$ cat src/hw/tracker_defines.svh
`ifndef TRACKER_DEFINES_SVH
`define TRACKER_DEFINES_SVH

// pixel coordinates as they come from the camera side
`define TRK_X_W 11 // column, up to 2047
`define TRK_Y_W 10 // row, up to 1023

// colour data
`define TRK_CHAN_W 8 // one colour or luma/chroma channel
`define TRK_RGB565_W 16 // packed input pixel

// centre of mass accumulators
`define TRK_SUM_X_W 32 // sum of columns over a frame
`define TRK_SUM_Y_W 32 // sum of rows over a frame
`define TRK_CNT_W 21 // masked pixel count, covers a full 720p frame

// edges from input handshake to output handshake with no stall
`define TRK_PIPE_LAT 4

`endif

$ cat src/hw/tracker_pkg.sv
`include "tracker_defines.svh"

package tracker_pkg;

  // channel fed to the threshold, codes 3 and 7 give a zero channel
  typedef enum logic [2:0] {
    CH_GREEN = 3'd0,
    CH_RED   = 3'd1,
    CH_BLUE  = 3'd2,
    CH_LUMA  = 3'd4,
    CH_CR    = 3'd5,
    CH_CB    = 3'd6
  } channel_e;

  // what the output port shows
  typedef enum logic [1:0] {
    DISP_CAMERA    = 2'd0, // expanded camera pixel
    DISP_GRAY      = 2'd1, // selected channel as grey
    DISP_MASK      = 2'd2, // mask bit, white or black
    DISP_CROSSHAIR = 2'd3  // camera pixel with crosshair on the centre of mass
  } display_mode_e;

  typedef enum logic [1:0] {DIV_IDLE, DIV_DIVIDE, DIV_DONE} div_state_e;

  typedef logic [`TRK_X_W-1:0] x_coord_t;
  typedef logic [`TRK_Y_W-1:0] y_coord_t;

endpackage

$ cat src/hw/pixel_intake.sv
`timescale 1ns/10ps
`include "tracker_defines.svh"

module pixel_intake (
  input  logic                     clk_camera,
  input  logic                     sys_rst_pixel,
  input  logic                     pix_valid_i,
  output logic                     pix_ready_o,
  input  logic [`TRK_RGB565_W-1:0] pix_rgb565_i,
  input  tracker_pkg::x_coord_t    pix_x_i,
  input  tracker_pkg::y_coord_t    pix_y_i,
  input  logic                     pix_last_i,
  input  logic                     advance_i, // whole pipe moves this cycle
  output logic                     s1_valid_o,
  output logic [`TRK_CHAN_W-1:0]   s1_r_o,
  output logic [`TRK_CHAN_W-1:0]   s1_g_o,
  output logic [`TRK_CHAN_W-1:0]   s1_b_o,
  output tracker_pkg::x_coord_t    s1_x_o,
  output tracker_pkg::y_coord_t    s1_y_o,
  output logic                     s1_last_o
);
  import tracker_pkg::*;

  logic                   s1_valid_q;
  logic [`TRK_CHAN_W-1:0] s1_r_q, s1_g_q, s1_b_q;
  x_coord_t               s1_x_q;
  y_coord_t               s1_y_q;
  logic                   s1_last_q;

  // a pixel is taken whenever the pipe moves
  assign pix_ready_o = advance_i;

  always_ff @(posedge clk_camera) begin
    if (sys_rst_pixel) begin
      s1_valid_q <= 1'b0;
    end else if (advance_i) begin
      s1_valid_q <= pix_valid_i; // empty slot when nothing offered
    end
  end

  // payload, 565 fields padded with zeros at the bottom
  always_ff @(posedge clk_camera) begin
    if (advance_i) begin
      s1_r_q    <= {pix_rgb565_i[15:11], 3'b000}; // 5 bit red
      s1_g_q    <= {pix_rgb565_i[10:5], 2'b00};   // 6 bit green
      s1_b_q    <= {pix_rgb565_i[4:0], 3'b000};   // 5 bit blue
      s1_x_q    <= pix_x_i;
      s1_y_q    <= pix_y_i;
      s1_last_q <= pix_last_i;
    end
  end

  assign s1_valid_o = s1_valid_q;
  assign s1_r_o     = s1_r_q;
  assign s1_g_o     = s1_g_q;
  assign s1_b_o     = s1_b_q;
  assign s1_x_o     = s1_x_q;
  assign s1_y_o     = s1_y_q;
  assign s1_last_o  = s1_last_q;

endmodule

$ cat src/hw/color_mask.sv
`timescale 1ns/10ps
`include "tracker_defines.svh"

module color_mask (
  input  logic                   clk_camera,
  input  logic                   sys_rst_pixel,
  input  logic                   advance_i,
  input  logic                   s1_valid_i,
  input  logic [`TRK_CHAN_W-1:0] s1_r_i,
  input  logic [`TRK_CHAN_W-1:0] s1_g_i,
  input  logic [`TRK_CHAN_W-1:0] s1_b_i,
  input  tracker_pkg::x_coord_t  s1_x_i,
  input  tracker_pkg::y_coord_t  s1_y_i,
  input  logic                   s1_last_i,
  input  tracker_pkg::channel_e  channel_sel_i,
  input  logic [`TRK_CHAN_W-1:0] lower_i, // inclusive
  input  logic [`TRK_CHAN_W-1:0] upper_i, // inclusive
  output logic                   s3_valid_o,
  output logic [`TRK_CHAN_W-1:0] s3_r_o,
  output logic [`TRK_CHAN_W-1:0] s3_g_o,
  output logic [`TRK_CHAN_W-1:0] s3_b_o,
  output logic [`TRK_CHAN_W-1:0] s3_chan_o,
  output logic                   s3_mask_o,
  output tracker_pkg::x_coord_t  s3_x_o,
  output tracker_pkg::y_coord_t  s3_y_o,
  output logic                   s3_last_o
);
  import tracker_pkg::*;

  localparam int ACC_W = 18; // holds +-112*255 with room to spare

  logic signed [ACC_W-1:0] r_s, g_s, b_s;
  logic signed [ACC_W-1:0] luma_acc, cr_acc, cb_acc;
  logic signed [ACC_W-1:0] luma_full, cr_full, cb_full;
  logic                    s2_valid_q;
  logic [`TRK_CHAN_W-1:0]  s2_r_q, s2_g_q, s2_b_q;
  logic [`TRK_CHAN_W-1:0]  s2_luma_q, s2_cr_q, s2_cb_q;
  x_coord_t                s2_x_q;
  y_coord_t                s2_y_q;
  logic                    s2_last_q;
  logic [`TRK_CHAN_W-1:0]  chan_sel;

  // stage 2 math, fixed point with 8 fraction bits
  always_comb begin
    r_s = $signed({{(ACC_W-`TRK_CHAN_W){1'b0}}, s1_r_i});
    g_s = $signed({{(ACC_W-`TRK_CHAN_W){1'b0}}, s1_g_i});
    b_s = $signed({{(ACC_W-`TRK_CHAN_W){1'b0}}, s1_b_i});
    luma_acc = 18'sd66 * r_s + 18'sd129 * g_s + 18'sd25 * b_s + 18'sd128;
    cr_acc = 18'sd112 * r_s - 18'sd94 * g_s - 18'sd18 * b_s + 18'sd128;
    cb_acc = -18'sd38 * r_s - 18'sd74 * g_s + 18'sd112 * b_s + 18'sd128;
    luma_full = (luma_acc >>> 8) + 18'sd16; // black sits at 16
    cr_full   = (cr_acc >>> 8) + 18'sd128;  // chroma centred on 128
    cb_full   = (cb_acc >>> 8) + 18'sd128;
  end

  always_ff @(posedge clk_camera) begin
    if (sys_rst_pixel) begin
      s2_valid_q <= 1'b0;
      s3_valid_o <= 1'b0;
    end else if (advance_i) begin
      s2_valid_q <= s1_valid_i;
      s3_valid_o <= s2_valid_q;
    end
  end

  always_ff @(posedge clk_camera) begin
    if (advance_i) begin
      s2_luma_q <= luma_full[`TRK_CHAN_W-1:0]; // truncate to 8 bits
      s2_cr_q   <= cr_full[`TRK_CHAN_W-1:0];
      s2_cb_q   <= cb_full[`TRK_CHAN_W-1:0];
      s2_r_q    <= s1_r_i;
      s2_g_q    <= s1_g_i;
      s2_b_q    <= s1_b_i;
      s2_x_q    <= s1_x_i;
      s2_y_q    <= s1_y_i;
      s2_last_q <= s1_last_i;
    end
  end

  // stage 3 channel select
  always_comb begin
    case (channel_sel_i)
      CH_GREEN: chan_sel = s2_g_q;
      CH_RED:   chan_sel = s2_r_q;
      CH_BLUE:  chan_sel = s2_b_q;
      CH_LUMA:  chan_sel = s2_luma_q;
      CH_CR:    chan_sel = s2_cr_q;
      CH_CB:    chan_sel = s2_cb_q;
      default:  chan_sel = '0; // unused codes 3 and 7
    endcase
  end

  always_ff @(posedge clk_camera) begin
    if (advance_i) begin
      s3_chan_o <= chan_sel;
      s3_mask_o <= s2_valid_q && (chan_sel >= lower_i) && (chan_sel <= upper_i);
      s3_r_o    <= s2_r_q;
      s3_g_o    <= s2_g_q;
      s3_b_o    <= s2_b_q;
      s3_x_o    <= s2_x_q;
      s3_y_o    <= s2_y_q;
      s3_last_o <= s2_last_q;
    end
  end

endmodule

$ cat src/hw/centroid_accum.sv
`timescale 1ns/10ps
`include "tracker_defines.svh"

module centroid_accum (
  input  logic                  clk_camera,
  input  logic                  sys_rst_pixel,
  input  logic                  advance_i,
  input  logic                  s3_valid_i,
  input  logic                  s3_mask_i,
  input  tracker_pkg::x_coord_t s3_x_i,
  input  tracker_pkg::y_coord_t s3_y_i,
  input  logic                  s3_last_i,
  output tracker_pkg::x_coord_t com_x_o,
  output tracker_pkg::y_coord_t com_y_o,
  output logic                  com_valid_o
);
  import tracker_pkg::*;

  localparam int QW     = `TRK_X_W + 1;   // quotient bits, one per divide cycle
  localparam int REM_W  = `TRK_CNT_W + 1; // remainder holds up to twice the count
  localparam int STEP_W = $clog2(QW);

  // one restoring step, returns {new remainder, quotient bit}
  function automatic logic [REM_W:0] div_step(input logic [REM_W-1:0] rem,
                                              input logic bit_in,
                                              input logic [`TRK_CNT_W-1:0] den);
    logic [REM_W-1:0] trial;
    trial = {rem[REM_W-2:0], bit_in};
    if (trial >= {1'b0, den}) begin
      return {trial - {1'b0, den}, 1'b1};
    end
    return {trial, 1'b0};
  endfunction

  div_state_e              state_q;
  logic [STEP_W-1:0]       step_q;
  logic [`TRK_SUM_X_W-1:0] sum_x_q, sum_x_nxt, sum_x_hi;
  logic [`TRK_SUM_Y_W-1:0] sum_y_q, sum_y_nxt, sum_y_hi;
  logic [`TRK_CNT_W-1:0]   cnt_q, cnt_nxt;
  logic [`TRK_CNT_W-1:0]   den_q;   // frame count frozen for the divide
  logic [`TRK_SUM_X_W-1:0] num_x_q; // dividend bits still to shift in
  logic [`TRK_SUM_Y_W-1:0] num_y_q;
  logic [REM_W-1:0]        rem_x_q, rem_y_q;
  logic [QW-1:0]           quo_x_q, quo_y_q;
  logic [REM_W:0]          step_x, step_y;
  logic                    hit, frame_end;

  assign hit       = advance_i && s3_valid_i && s3_mask_i;
  assign frame_end = advance_i && s3_valid_i && s3_last_i;

  // sums including the current pixel, so the last one lands in its own frame
  always_comb begin
    sum_x_nxt = sum_x_q + (hit ? `TRK_SUM_X_W'(s3_x_i) : '0);
    sum_y_nxt = sum_y_q + (hit ? `TRK_SUM_Y_W'(s3_y_i) : '0);
    cnt_nxt   = cnt_q + (hit ? `TRK_CNT_W'(1) : '0);
    sum_x_hi  = sum_x_nxt >> QW; // mean < 2^QW so this part is below the count
    sum_y_hi  = sum_y_nxt >> QW;
    step_x    = div_step(rem_x_q, num_x_q[`TRK_SUM_X_W-1], den_q);
    step_y    = div_step(rem_y_q, num_y_q[`TRK_SUM_Y_W-1], den_q);
  end

  always_ff @(posedge clk_camera) begin
    if (sys_rst_pixel) begin
      sum_x_q <= '0;
      sum_y_q <= '0;
      cnt_q   <= '0;
    end else if (frame_end) begin
      sum_x_q <= '0; // next frame starts empty
      sum_y_q <= '0;
      cnt_q   <= '0;
    end else begin
      sum_x_q <= sum_x_nxt;
      sum_y_q <= sum_y_nxt;
      cnt_q   <= cnt_nxt;
    end
  end

  // divider FSM, x and y run side by side
  always_ff @(posedge clk_camera) begin
    if (sys_rst_pixel) begin
      state_q     <= DIV_IDLE;
      step_q      <= '0;
      com_x_o     <= '0;
      com_y_o     <= '0;
      com_valid_o <= 1'b0;
    end else begin
      com_valid_o <= 1'b0;
      case (state_q)
        DIV_IDLE: begin
          step_q <= '0;
          if (frame_end) state_q <= DIV_DIVIDE;
        end
        DIV_DIVIDE: begin
          step_q <= step_q + 1'b1;
          if (step_q == STEP_W'(QW - 1)) state_q <= DIV_DONE;
        end
        DIV_DONE: begin
          if (den_q != '0) begin // empty frame keeps the old centre
            com_x_o <= quo_x_q[`TRK_X_W-1:0];
            com_y_o <= quo_y_q[`TRK_Y_W-1:0];
          end
          com_valid_o <= 1'b1;
          state_q     <= DIV_IDLE;
        end
        default: state_q <= DIV_IDLE;
      endcase
    end
  end

  // divider datapath
  always_ff @(posedge clk_camera) begin
    if (state_q == DIV_IDLE && frame_end) begin
      den_q   <= cnt_nxt;
      rem_x_q <= sum_x_hi[REM_W-1:0];
      rem_y_q <= sum_y_hi[REM_W-1:0];
      num_x_q <= sum_x_nxt << (`TRK_SUM_X_W - QW); // low QW bits up top
      num_y_q <= sum_y_nxt << (`TRK_SUM_Y_W - QW);
    end else if (state_q == DIV_DIVIDE) begin
      rem_x_q <= step_x[REM_W:1];
      rem_y_q <= step_y[REM_W:1];
      quo_x_q <= {quo_x_q[QW-2:0], step_x[0]};
      quo_y_q <= {quo_y_q[QW-2:0], step_y[0]};
      num_x_q <= num_x_q << 1;
      num_y_q <= num_y_q << 1;
    end
  end

endmodule

$ cat src/hw/overlay_out.sv
`timescale 1ns/10ps
`include "tracker_defines.svh"

module overlay_out (
  input  logic                       clk_camera,
  input  logic                       sys_rst_pixel,
  input  logic                       s3_valid_i,
  input  logic [`TRK_CHAN_W-1:0]     s3_r_i,
  input  logic [`TRK_CHAN_W-1:0]     s3_g_i,
  input  logic [`TRK_CHAN_W-1:0]     s3_b_i,
  input  logic [`TRK_CHAN_W-1:0]     s3_chan_i,
  input  logic                       s3_mask_i,
  input  tracker_pkg::x_coord_t      s3_x_i,
  input  tracker_pkg::y_coord_t      s3_y_i,
  input  logic                       s3_last_i,
  input  tracker_pkg::x_coord_t      com_x_i,
  input  tracker_pkg::y_coord_t      com_y_i,
  input  tracker_pkg::display_mode_e mode_i,
  input  logic                       out_ready_i,
  output logic                       advance_o,
  output logic                       out_valid_o,
  output logic [3*`TRK_CHAN_W-1:0]   out_rgb_o // {red, green, blue}
);
  import tracker_pkg::*;

  logic [3*`TRK_CHAN_W-1:0] cam_rgb, pix_rgb;
  logic                     on_cross;

  // register free or drained this cycle, so the whole pipe may move
  assign advance_o = !out_valid_o || out_ready_i;

  assign cam_rgb  = {s3_r_i, s3_g_i, s3_b_i};
  assign on_cross = (s3_x_i == com_x_i) || (s3_y_i == com_y_i);

  always_comb begin
    case (mode_i)
      DISP_CAMERA:    pix_rgb = cam_rgb;
      DISP_GRAY:      pix_rgb = {3{s3_chan_i}};
      DISP_MASK:      pix_rgb = {(3*`TRK_CHAN_W){s3_mask_i}};
      DISP_CROSSHAIR: pix_rgb = on_cross ? '1 : cam_rgb; // white lines
      default:        pix_rgb = cam_rgb;
    endcase
  end

  always_ff @(posedge clk_camera) begin
    if (sys_rst_pixel) begin
      out_valid_o <= 1'b0;
    end else if (advance_o) begin
      out_valid_o <= s3_valid_i;
    end
  end

  // held while stalled
  always_ff @(posedge clk_camera) begin
    if (advance_o) begin
      out_rgb_o <= pix_rgb;
    end
  end

endmodule

$ cat src/hw/blob_tracker_top.sv
`timescale 1ns/10ps
`include "tracker_defines.svh"

module blob_tracker_top (
  input  logic                       clk_camera,
  input  logic                       sys_rst_pixel,
  input  logic                       pix_valid_i,
  output logic                       pix_ready_o,
  input  logic [`TRK_RGB565_W-1:0]   pix_rgb565_i,
  input  tracker_pkg::x_coord_t      pix_x_i,
  input  tracker_pkg::y_coord_t      pix_y_i,
  input  logic                       pix_last_i,
  output logic                       out_valid_o,
  input  logic                       out_ready_i,
  output logic [3*`TRK_CHAN_W-1:0]   out_rgb_o,
  output tracker_pkg::x_coord_t      com_x_o,
  output tracker_pkg::y_coord_t      com_y_o,
  output logic                       com_valid_o,
  input  tracker_pkg::channel_e      channel_sel_i,
  input  logic [`TRK_CHAN_W-1:0]     lower_i,
  input  logic [`TRK_CHAN_W-1:0]     upper_i,
  input  tracker_pkg::display_mode_e mode_i
);
  import tracker_pkg::*;

  logic                   advance; // global pipe enable from the output side
  logic                   s1_valid, s1_last;
  logic [`TRK_CHAN_W-1:0] s1_r, s1_g, s1_b;
  x_coord_t               s1_x;
  y_coord_t               s1_y;
  logic                   s3_valid, s3_mask, s3_last;
  logic [`TRK_CHAN_W-1:0] s3_r, s3_g, s3_b, s3_chan;
  x_coord_t               s3_x;
  y_coord_t               s3_y;

  pixel_intake u_pixel_intake (
    .clk_camera, .sys_rst_pixel, .pix_valid_i, .pix_ready_o, .pix_rgb565_i,
    .pix_x_i, .pix_y_i, .pix_last_i, .advance_i(advance),
    .s1_valid_o(s1_valid), .s1_r_o(s1_r), .s1_g_o(s1_g), .s1_b_o(s1_b),
    .s1_x_o(s1_x), .s1_y_o(s1_y), .s1_last_o(s1_last));

  color_mask u_color_mask (
    .clk_camera, .sys_rst_pixel, .advance_i(advance),
    .s1_valid_i(s1_valid), .s1_r_i(s1_r), .s1_g_i(s1_g), .s1_b_i(s1_b),
    .s1_x_i(s1_x), .s1_y_i(s1_y), .s1_last_i(s1_last),
    .channel_sel_i, .lower_i, .upper_i,
    .s3_valid_o(s3_valid), .s3_r_o(s3_r), .s3_g_o(s3_g), .s3_b_o(s3_b),
    .s3_chan_o(s3_chan), .s3_mask_o(s3_mask), .s3_x_o(s3_x), .s3_y_o(s3_y),
    .s3_last_o(s3_last));

  // taps the mask at the stage 3 boundary
  centroid_accum u_centroid_accum (
    .clk_camera, .sys_rst_pixel, .advance_i(advance),
    .s3_valid_i(s3_valid), .s3_mask_i(s3_mask), .s3_x_i(s3_x), .s3_y_i(s3_y),
    .s3_last_i(s3_last), .com_x_o, .com_y_o, .com_valid_o);

  overlay_out u_overlay_out (
    .clk_camera, .sys_rst_pixel,
    .s3_valid_i(s3_valid), .s3_r_i(s3_r), .s3_g_i(s3_g), .s3_b_i(s3_b),
    .s3_chan_i(s3_chan), .s3_mask_i(s3_mask), .s3_x_i(s3_x), .s3_y_i(s3_y),
    .s3_last_i(s3_last), .com_x_i(com_x_o), .com_y_i(com_y_o), .mode_i,
    .out_ready_i, .advance_o(advance), .out_valid_o, .out_rgb_o);

endmodule

$ cat config.mk
export PLATFORM = sky130hd
export DESIGN_NAME = blob_tracker_top
export DESIGN_NICKNAME = d
export VERILOG_FILES = /design/src/hw/tracker_pkg.sv /design/src/hw/pixel_intake.sv /design/src/hw/color_mask.sv /design/src/hw/centroid_accum.sv /design/src/hw/overlay_out.sv /design/src/hw/blob_tracker_top.sv
export VERILOG_INCLUDE_DIRS = /design/src /design/src/hw
export SDC_FILE = /design/constraint.sdc
export NUM_CORES = 1
export LEC_CHECK = 0
export BUFFER_PORTS_ARGS = -buffer_cell sky130_fd_sc_hd__buf_2
export CORE_UTILIZATION = 38
export CTS_BUF_LIST = sky130_fd_sc_hd__clkbuf_4
export DETAILED_ROUTE_END_ITERATION = 12
export PLACE_DENSITY_LB_ADDON = 0.15
export SETUP_SLACK_MARGIN = 0.3
export SLEW_MARGIN = 10
export SYNTH_ARGS = -nofsm -noshare
export SYNTH_HDL_FRONTEND = slang
export SYNTH_HIERARCHICAL = 1
export SYNTH_SLANG_ARGS = --single-unit
$ cat constraint.sdc
create_clock -name clk_camera -period 10.9 [get_ports clk_camera]
set_input_delay 0 -clock clk_camera [delete_from_list [all_inputs] [get_ports clk_camera]]
set_output_delay 0 -clock clk_camera [all_outputs]
set_load 0.005 [all_outputs]
# Word-level counts from Yosys, hierarchy flattened
# Cells that the tools add are included.
[classes]
add_sub_neg = 18
mul = 9
order_cmp = 4
n_eq_ne = 15
mux = 25
n_bitwise = 1
n_reduce_logical = 19
[ops]
columns = ["operator", "count"]
rows = [
  ["$mux 32", 4],
  ["$pmux 24 s4", 1],
  ["$mux 22", 4],
  ["$mux 20", 4],
  ["$add 32x32->32", 2],
  ["$add 16x16->16", 3],
  ["$add 16x9->16 const B", 3],
  ["$pmux 8 s6", 1],
  ["$sub 16x16->16", 3],
  ["$ge 22x21->1", 2],
  ["$sub 21x21->21", 2],
  ["$mul 6x6->12 const A", 3],
  ["$mux 24", 1],
  ["$add 21x21->21", 1],
  ["$reduce_bool 21->1", 1],
  ["$add 8x8->8 const B", 2],
  ["$mul 3x5->8 const A", 2],
  ["$mul 8x6->14 const A", 1],
  ["$eq 11x11->1", 1],
  ["$mul 6x5->11 const A", 1],
  ["$mux 11", 1],
  ["$eq 10x10->1", 1],
  ["$mul 5x5->10 const A", 1],
  ["$mux 10", 1],
  ["25 further kinds", 45],
]
[totals]
ff_bits = 396
input_bits = 63
out_inout_bits = 48
elab_cells = 138

# Longest topological paths before layout
# Gate-level depths: netlist of run 1.
[depth]
ltp_word = 7
depth_mapped = 27
mapped_depth_nobuf = 26

# By module
# The synthesis of run 1 kept the hierarchy.
[modules_own_cells]
columns = ["mod", "instances", "cells_each", "area_each_um2", "seq_area_each_um2"]
rows = [
  ["color_mask", 1, 1053, 12091.6, 3793.6],
  ["centroid_accum", 1, 1205, 11890.2, 5485.3],
  ["overlay_out", 1, 203, 1696.6, 740.7],
  ["pixel_intake", 1, 51, 1246.2, 1161.1],
]

# Worst setup path before layout of run 1
# Ideal clock, no wire load.
[synth_timing]
path_type = "flip-flop to flip-flop"
startpoint = "register u_overlay_out.out_valid_o"
endpoint = "register u_centroid_accum.rem_x_q[12] (data pin)"
setup_time_ns = 0.303
arrival_ns = 7.552
required_ns = 10.597
path_slack_ns = 3.045
stages_incl_launch_ff = 14
path_buffers = 1
synth_period_minus_slack_ns = 7.855
cell_sequence = "dfxtp_1 -> nand2b_1 -> and3_1 -> clkbuf_1 -> and2_1 -> ha_1 -> o21ai_0 -> nor2_1 -> or3_1 -> a2111oi_4 -> o31ai_4 -> nand4_1 -> xor2_1 -> a21oi_1"
[synth_between]
elab_chain_cells = 7
word_cells_on_any_way = 9
cone_classes = "add/sub (1); mux (2); reduce/logical (6)"
[synth_lines]
columns = ["item", "line_no", "source"]
rows = [
  ["start, declared", "overlay_out.sv:21", "output logic out_valid_o,"],
  ["start signal, assigned", "overlay_out.sv:49", "out_valid_o <= s3_valid_i;"],
  ["$logic_not 1->1 (*)", "overlay_out.sv:30", "assign advance_o = !out_valid_o || out_ready_i;"],
  ["$logic_or 1x1->1 (*)", "overlay_out.sv:30", ""],
  ["named net advance", "blob_tracker_top.sv:26", "logic advance;"],
  ["$logic_and 1x1->1 (*)", "centroid_accum.sv:48, centroid_accum.sv:49", ""],
  ["$logic_and 1x1->1", "centroid_accum.sv:48", "assign hit = advance_i && s3_valid_i && s3_mask_i;"],
  ["$mux 11", "centroid_accum.sv:53", "sum_x_nxt = sum_x_q + (hit ? `TRK_SUM_X_W'(s3_x_i) : '0);"],
  ["$add 32x32->32", "centroid_accum.sv:53", ""],
  ["$mux 20 (*)", "centroid_accum.sv:112", "if (state_q == DIV_IDLE && frame_end) begin"],
  ["end signal, assigned", "centroid_accum.sv:114", "rem_x_q <= sum_x_hi[REM_W-1:0];"],
  ["end signal, assigned", "centroid_accum.sv:119", "rem_x_q <= step_x[REM_W:1];"],
  ["end, declared", "centroid_accum.sv:43", "logic [REM_W-1:0] rem_x_q, rem_y_q;"],
]
# Mark *: on every way through the listed nets, which the timed path passes. The rest lies on a longest branch.
# A chain may end at the register's enable or synchronous reset.

# Worst setup path in the final report of run 1
[layout_timing]
startpoint = "register u_pixel_intake.s1_r_q[7] (netlist: u_pixel_intake/s1_r_o[7])"
endpoint = "register u_color_mask.s2_luma_q[6] (data pin)"
[layout_between]
elab_chain_cells = 5
[layout_lines]
columns = ["item", "line_no", "source"]
rows = [
  ["start, declared", "pixel_intake.sv:25", "logic [`TRK_CHAN_W-1:0] s1_r_q, s1_g_q, s1_b_q;"],
  ["start signal, assigned", "pixel_intake.sv:44", "s1_r_q <= {pix_rgb565_i[15:11], 3'b000};"],
  ["$mul 6x5->11", "color_mask.sv:48", "luma_acc = 18'sd66 * r_s + 18'sd129 * g_s + 18'sd25 * b_s + 18'sd128;"],
  ["$add 16x16->16 (2 in series)", "color_mask.sv:48", ""],
  ["$add 16x9->16", "color_mask.sv:48", ""],
  ["$add 8x6->8", "color_mask.sv:51", "luma_full = (luma_acc >>> 8) + 18'sd16;"],
  ["named net u_color_mask.luma_full[6]", "color_mask.sv:34", "logic signed [ACC_W-1:0] luma_full, cr_full, cb_full;"],
  ["end signal, assigned", "color_mask.sv:68", "s2_luma_q <= luma_full[`TRK_CHAN_W-1:0];"],
  ["end, declared", "color_mask.sv:37", "logic [`TRK_CHAN_W-1:0] s2_luma_q, s2_cr_q, s2_cb_q;"],
]
# The timed path passes the listed nets, and every way through them passes these cells.

==> results.txt, run 1 <==
----------------------------------------------------
[Placed design]
  Number of port buffers ... 110
  Half-perimeter wire length after detailed placement ... ~50 mm
  Placed cell count ... around 3500
  RD Place Congestion ... 0.866
  Placed inst area ... between 20000 and 30000 µm²

[Drt]
  Wirelength per Cell ... 17.3 µm
  Initial DRT Pass Iterations ... 5
  Overall via count from detail_route ... 19100
  Post-detailed-route via-to-cell ratio ... approximately 5
  Residual DRC count ... 0
  Final wirelength ... approximately 66 mm
  Post-detailed-route count of antenna-violating nets ... 0
  Starting DRT DRC Count ... between 900 and 1000

[Logic synthesis]
  Total of warnings raised by yosys ... 6
  Flip-flop cell with the highest count after synthesis ... sky130_fd_sc_hd__edfxtp_1
  Most instantiated cells after synthesis ... 326 x sky130_fd_sc_hd__ha_1, 293 x sky130_fd_sc_hd__edfxtp_1, 269 x sky130_fd_sc_hd__inv_1
  Proportion of synthesized flip-flops having asynchronous set or reset ... 0%
  Post-synth top area share ... between 30% and 40%
  Count of distinct cell types in the synthesized netlist ... 87
  Largest area contributor in the synthesized netlist ... sky130_fd_sc_hd__edfxtp_1
  Synth Instances ... approximately 2500
  Cell with the most instances after synthesis ... sky130_fd_sc_hd__ha_1
  Mean area per synthesized cell ... about 11 µm²
  Netlist Area Pre-Place ... 26900 µm²
  Number of synthesized flops with an enable pin ... 293
  Ranking of synthesized cells by area ... sky130_fd_sc_hd__edfxtp_1 33%, sky130_fd_sc_hd__ha_1 15%, sky130_fd_sc_hd__dfxtp_1 8.8%, sky130_fd_sc_hd__fa_1 7.4%, sky130_fd_sc_hd__inv_1 3.8%
  Portion of the post-synthesis area used by sequential elements ... about two fifths
  Flip-flop and latch count after synthesis ... slightly above 400

[STA]
  Tightest Pin Transition ... about 1.2 ns
  Post-layout minimum cycle time ... 6.30 ns
  Max Slew Vio Count ... 0
  Setup repair after global routing missed its margin ... no
  Final critical-path share of the clock period ... 57.8%
  Final setup vio count ... 0
  Fmax ... about 160 MHz
  Max Clock Skew ... 0.0962 ns
  Relative max-transition margin ... between 20% and 30%
  Total Negative Setup Slacks ... 0 ns
  Total count of hold-check failures in the final report ... 0

[Global routing]
  GRT Resource Usage Total ... 18.5%
  Pin count of the biggest net entering global routing ... 75
  Overflow after GRT ... 0
  First-pass GRT wire length ... approximately 100 mm
  Number of global-route vias before repair ... just under 20000
  Initial antenna violation count ... 3

[Clocking]
  Number of buffers inserted during clock tree synthesis ... ~110
  CTS tree ... built
  CTS Hold Bufs ... 92
  Number of sinks handled by clock tree synthesis ... slightly above 400
  Maximum buffer depth of the clock tree ... 3
  Buffers inserted during post-CTS setup optimization ... 0
  # H-tree levels ... 3
  Cts repair resizes ... 0
  Insertion delay of the later-clocked pin in the worst-skew pair ... 0.92 ns
  Clock root buffer master ... sky130_fd_sc_hd__clkbuf_4
  Clock transition at the register clock pins on the worst setup and hold paths after CTS ... around 0.070 ns

[Pwr]
  Leak Pwr ... roughly 14 nW
  Power Dens Cells ... 214 nW/µm²
  Overall power consumption ... 6.64 mW
  Worst IR drop on VDD ... ~0.44 mV

[Cells and area]
  Total non-filler cell area in the finished layout ... between 30000 and 40000 µm²
  Area growth from synthesis to final layout ... 15.1%
  Count of non-filler cells in the finished layout ... approximately 3800
  Fill cell count ... a little under 7000
  Fraction of final layout cells with drive strength greater than 1 ... between 10% and 20%
  Final core occ ... ~44%
  Fin nets ... roughly 3300

[Setup path]
  Category of the most critical setup path ... reg -> reg
  Critical path required time ... approximately 12 ns
  CP arrival ... between 6 and 7 ns
  Critical path peak fanout ... 11
  CP Capture Type ... register
  Launching element type of the critical path ... register

[Die]
  Number of top-level pins ... 111
  Initial Utilization ... ~38%
  Full die area ... 71900 µm²
  Placeable core area ... 70000 µm²
  Number of placement rows ... a little under 100
  X dimension of the die ... 268 µm
  Vertical extent of the die ... approximately 270 µm

[Run status]
  Run status ... completed

[Min path]
  Worst hold path class ... in -> reg

[Run]
  Number of maximum-capacitance violations ... 0

----------------------------------------------------
==> layout by cell type, fill, tap and decap left out, types with 17 or more instances in the layout <==
cell	count
sky130_fd_sc_hd__nor2b_1	34
sky130_fd_sc_hd__buf_2	110
sky130_fd_sc_hd__a21oi_1	135
sky130_fd_sc_hd__fa_1	100
sky130_fd_sc_hd__inv_1	269
sky130_fd_sc_hd__o22ai_1	25
sky130_fd_sc_hd__clkbuf_4	181
sky130_fd_sc_hd__mux2i_1	52
sky130_fd_sc_hd__and2_1	56
sky130_fd_sc_hd__xor2_1	102
sky130_fd_sc_hd__edfxtp_1	293
sky130_fd_sc_hd__a31oi_1	33
sky130_fd_sc_hd__clkinv_1	25
sky130_fd_sc_hd__nand3_1	45
sky130_fd_sc_hd__o21ai_0	68
sky130_fd_sc_hd__and3_1	27
sky130_fd_sc_hd__a21o_1	44
sky130_fd_sc_hd__ha_1	326
sky130_fd_sc_hd__nand4_1	27
sky130_fd_sc_hd__nor2_1	242
sky130_fd_sc_hd__nand2_1	113
sky130_fd_sc_hd__o21ai_1	17
sky130_fd_sc_hd__nor3_1	23
sky130_fd_sc_hd__dlygate4sd3_1	92
sky130_fd_sc_hd__xnor2_1	95
sky130_fd_sc_hd__dfxtp_1	119
==> cell families (layout without fill, tap and decap cells) <==
group           after synthesis  count (layout)  synth area share (%)
compound gates              441             441                  10.6
xor+xnor                    197             197                  6.41
fa+ha+maj                   426             426                  22.6
buf+inv                     342             706                  5.04
flops                       412             412                  41.5
mux                          66              66                  2.66
other cells                   1              11                0.0139
simple gates                627             627                  11.1
==> where the power goes <==
group          switching, mW  internal [mW]  leakage, nW  total, mW
registers             0.0811           1.97         3.89       2.06
logic                   1.76           1.35         9.30       3.11
clock network          0.706          0.768        0.933       1.47
total                   2.55           4.09         14.1       6.64
==> final timing paths <==
| path | start | to | slack [ns] | cells past startpoint |
|---|---|---|---|---|
| worst min register to register | u_color_mask/s2_x_q[9] | u_color_mask/s3_x_o[9] | 0.35 | 0 |
| worst max register to register | u_pixel_intake/s1_r_o[7] | u_color_mask/s2_luma_q[6] | 4.60 | 19 |
| worst min-delay path | sys_rst_pixel | u_centroid_accum/com_y_o[0] | 0.20 | 3 |
| worst max-delay path | u_pixel_intake/s1_r_o[7] | u_color_mask/s2_luma_q[6] | 4.60 | 19 |
==> through the flow <==
step | hold WS (ns) | setup slack (ns)
5_1_grt | 0.123 | 4.26
2_1_floorplan | 0.0691 | 3.05
3_5_place_dp | 0.178 | 4.59
4_1_cts | 0.101 | 4.58
6_report | 0.196 | 4.60
3_3_place_gp | 0.177 | 4.70
==> state kept, by name, summed over array words and instances, names as in the netlist, 12 cells and up <==
register                  cells
u_centroid_accum/sum_x_q     32
u_centroid_accum/cnt_q       21
u_centroid_accum/den_q       21
u_centroid_accum/rem_y_q     21
u_centroid_accum/num_y_q     12
u_centroid_accum/sum_y_q     32
u_centroid_accum/rem_x_q     21
u_centroid_accum/num_x_q     12
u_overlay_out/out_rgb_o      24
==> cell type report <==
| type | instances | area, µm² | share of cell area [%] |
|---|---|---|---|
| Multi-Input combinational cell | 1765 | 14500 | 46.6 |
| Sequential cell | 412 | 11200 | 36.1 |
| Timing Repair Buffer | 218 | 1590 | 5.13 |
| Clock buffer | 181 | 1360 | 4.38 |
| Tap cell | 940 | 1180 | 3.79 |
| Inverter | 271 | 1020 | 3.28 |
| Clock inverter | 36 | 211 | 0.682 |
| Antenna cell | 3 | 7.51 | 0.0242 |
==> metal layers <==
metal	vias up	track usage, %	wire, µm
met4	0	4.88	1130
met5	-	0	0
li1	9419	-	-
met1	9295	22.6	28900
met2	345	33.3	33800
met3	84	3.11	2240
==> critical path: stages (launching register included) <==
cell and delay (ns):
sky130_fd_sc_hd__edfxtp_1 0.60, sky130_fd_sc_hd__ha_1 0.37, sky130_fd_sc_hd__ha_1 0.30, sky130_fd_sc_hd__ha_1 0.31, sky130_fd_sc_hd__fa_1 0.44, sky130_fd_sc_hd__ha_1 0.33, sky130_fd_sc_hd__fa_1 0.49, sky130_fd_sc_hd__inv_1 0.06
sky130_fd_sc_hd__fa_1 0.50, sky130_fd_sc_hd__fa_1 0.54, sky130_fd_sc_hd__inv_1 0.04, sky130_fd_sc_hd__ha_1 0.34, sky130_fd_sc_hd__a211oi_1 0.33, sky130_fd_sc_hd__o21bai_1 0.21, sky130_fd_sc_hd__or3_1 0.34, sky130_fd_sc_hd__o22a_2 0.24
sky130_fd_sc_hd__xor2_1 0.15, sky130_fd_sc_hd__ha_1 0.20, sky130_fd_sc_hd__xnor2_1 0.14, sky130_fd_sc_hd__xnor2_1 0.14
(Power assumes the default switching activity.)
==> run 2: changes to the inputs <==
clock period = 5.3 ns   (was 10.9 ns; I/O delays follow)
==> run 2 against run 1 <==
Against the previous run:
- the run now ends with setup timing left
- sequential share of layout area shrank 1.4 points
- non-clock buffer count grew 77
- first-iteration DRC count shrank 6.8%
- critical path type unchanged
- via count grew 1.3%
- routed wire length grew 1.1%
- register-to-register slack lost 4.7 ns
- global-route usage grew 0.36 points
- sequential cell count is the same
- count of clock-buffer cells in the layout shrank 3
==> results.txt, run 2 (synthesized netlist as in run 1, its figures left out) <==
----------------------------------------------------
[Run status]
  Run status ... finished, violations left
  Violations in the final reports ... setup timing

[Min path]
  Worst hold path class ... in -> reg

[STA]
  Max Clock Skew ... approximately 0.084 ns
  Tightest Pin Transition ... ~1.1 ns
  Worst hold slack across all endpoints ... between 0.2 and 0.25 ns
  Relative max-transition margin ... 23.8%
  Final critical-path share of the clock period ... 103%
  Final setup vio count ... 7
  Setup repair after global routing missed its margin ... yes
  Total Negative Setup Slacks ... -0.676 ns
  Max Slew Vio Count ... 0
  Fmax ... roughly 180 MHz
  Total count of hold-check failures in the final report ... 0
  Post-layout minimum cycle time ... ~5.5 ns
  Setup ws final ... -0.151 ns

[Pwr]
  Leak Pwr ... approximately 15 nW
  Net switching power ... 6.02 mW
  Proportion of power drawn by combinational gates ... roughly 56%
  Overall power consumption ... 16.2 mW
  Clock group share of total power ... between 10% and 20%
  Reg power frac ... 26.0%
  Power Dens Cells ... between 500 and 600 nW/µm²
  Worst IR drop on VDD ... ~1.4 mV
  Net Sw Frac ... 37.1%
  Cell Int Power ... 10.2 mW

[Placed design]
  Worst Setup Slack post-DPL ... -0.203 ns
  RD Place Congestion ... 0.837
  Number of port buffers ... between 100 and 150
  Half-perimeter wire length after detailed placement ... approximately 50 mm

[Die]
  Number of top-level pins ... 111
  Placeable core area ... 70000 µm²
  Vertical extent of the die ... around 270 µm
  Initial Utilization ... between 30% and 40%
  Full die area ... roughly 72000 µm²
  Number of placement rows ... between 90 and 100
  X dimension of the die ... roughly 270 µm

[Setup path]
  Category of the most critical setup path ... reg -> reg
  Setup slack, reg-to-reg ... -0.15 ns
  CP Capture Type ... register
  CP arrival ... around 6 ns
  Critical path peak fanout ... 3
  Launching element type of the critical path ... register
  Critical path required time ... ~5.9 ns

[Drt]
  Final wirelength ... 66.8 mm
  Wirelength per Cell ... between 15 and 20 µm
  Post-detailed-route count of antenna-violating nets ... 0
  Initial DRT Pass Iterations ... 5
  Starting DRT DRC Count ... between 900 and 1000
  Post-detailed-route via-to-cell ratio ... around 5.0
  Overall via count from detail_route ... 19400
  Residual DRC count ... 0

[Cells and area]
  Most common cell after layout, fill and taps aside ... sky130_fd_sc_hd__edfxtp_1
  Fraction of final layout cells with drive strength greater than 1 ... 18.1%
  Fin nets ... between 3000 and 4000
  Area growth from synthesis to final layout ... 19.8%
  Most frequent cells in the layout ... 293 x sky130_fd_sc_hd__edfxtp_1, 289 x sky130_fd_sc_hd__ha_1, 253 x sky130_fd_sc_hd__inv_1
  Largest registers ... u_centroid_accum/sum_x_q: 32 flops, u_centroid_accum/sum_y_q: 32 flops, u_overlay_out/out_rgb_o: 24 flops
  Final core occ ... 46.1%
  Fill cell count ... about 6600

[Clocking]
  Clock root buffer master ... sky130_fd_sc_hd__clkbuf_4
  Clock transition at the register clock pins on the worst setup and hold paths after CTS ... ~0.070 ns
  Maximum buffer depth of the clock tree ... 3
  Number of sinks handled by clock tree synthesis ... 412
  Insertion delay of the later-clocked pin in the worst-skew pair ... just under 0.9 ns
  Number of buffers inserted during clock tree synthesis ... 111
  # H-tree levels ... 3
  CTS tree ... built

[Global routing]
  Pin count of the biggest net entering global routing ... between 70 and 80
  Number of global-route vias before repair ... 19800
  First-pass GRT wire length ... around 110 mm
  Overflow after GRT ... 0
  Initial antenna violation count ... 1
  GRT Resource Usage Total ... roughly a fifth

[Run]
  Number of maximum-capacitance violations ... 0

----------------------------------------------------
[run 2: cell count changes in the layout (fill, tap and decap cells not counted), moves of 6 or more]
cell                       before  now
sky130_fd_sc_hd__inv_1        269  253
sky130_fd_sc_hd__ha_1         326  289
sky130_fd_sc_hd__buf_4         16   83
sky130_fd_sc_hd__inv_2          2   17
sky130_fd_sc_hd__a21oi_2        1   11
sky130_fd_sc_hd__clkinv_1      25   17
sky130_fd_sc_hd__ha_4           0   35
sky130_fd_sc_hd__o21ai_0       68   62
sky130_fd_sc_hd__buf_6          0    6
sky130_fd_sc_hd__a21oi_1      135  123
[run 2: worst paths after layout]
kind,from,end,cells after the start
worst max-delay path,u_pixel_intake/s1_r_o[7],u_color_mask/s2_luma_q[7],19
worst min-delay path,sys_rst_pixel,u_centroid_accum/com_x_o[5],3
worst max register to register,u_pixel_intake/s1_r_o[7],u_color_mask/s2_luma_q[7],19
worst min register to register,u_color_mask/s2_x_q[5],u_color_mask/s3_x_o[5],0
[run 2: final cells by class]
type | instances | area (µm²) | area share, %
clock buffer | 178 | 1340 | 4.14
antenna | 1 | 2.50 | 0.00776
clock inverter | 29 | 164 | 0.508
timing repair buffer | 295 | 2230 | 6.92
multi-input combinational | 1765 | 15100 | 46.9
inverter | 271 | 1020 | 3.16
sequential | 412 | 11200 | 34.7
tap | 940 | 1180 | 3.65
[run 2: stage by stage]
stage / instances / area [µm²]
floorplan: 2519 / 27300
global placement: 3574 / 29300
finish: 3891 / 32300
CTS: 3882 / 32000
global route: 3891 / 32300
detailed placement: 3574 / 29300
[run 2: routing by layer]
metal,vias up,part of all wire (%),track usage [%]
met3,117,2.9,2.56
met1,9388,44,23.3
met4,0,2.6,6.32
met5,-,0,0
li1,9551,-,-
met2,327,51,33.5
[run 2: critical path, stage by stage, from the launching register on]
cell                       delay (ns)
sky130_fd_sc_hd__edfxtp_1        0.39
sky130_fd_sc_hd__ha_1            0.34
sky130_fd_sc_hd__ha_4            0.23
sky130_fd_sc_hd__ha_4            0.21
sky130_fd_sc_hd__fa_1            0.43
sky130_fd_sc_hd__ha_1            0.30
sky130_fd_sc_hd__fa_1            0.48
sky130_fd_sc_hd__inv_1           0.05
sky130_fd_sc_hd__fa_1            0.44
sky130_fd_sc_hd__fa_1            0.51
sky130_fd_sc_hd__inv_2           0.05
sky130_fd_sc_hd__ha_4            0.22
sky130_fd_sc_hd__a211oi_4        0.23
sky130_fd_sc_hd__o21bai_2        0.10
sky130_fd_sc_hd__or3_1           0.34
sky130_fd_sc_hd__o22a_2          0.22
sky130_fd_sc_hd__mux2i_1         0.13
sky130_fd_sc_hd__or3_1           0.33
sky130_fd_sc_hd__nand3_2         0.09
sky130_fd_sc_hd__xnor2_1         0.06
[run 2: timing repair]
item / CTS / global route
buffers inserted: 8 / 8
endpoints found under the hold margin: 142 / 0
pin swaps: 10 / 27
endpoints found under the setup margin: 14 / 18
hold buffers: 93 / 0
gates resized for setup: 27 / 39
[run 2: power groups by stage]
| stage | Combinational, mW | Clock, mW | Sequential, mW |
|---|---|---|---|
| 2_1_floorplan | 5.36 | 0 | 4.21 |
| 3_3_place_gp | 7.78 | 0 | 4.29 |
| 3_5_place_dp | 7.92 | 0 | 4.29 |
| 4_1_cts | 8.60 | 3.09 | 4.23 |
| 5_1_grt | 10.2 | 3.24 | 4.24 |
| 6_report | 9.08 | 2.95 | 4.22 |
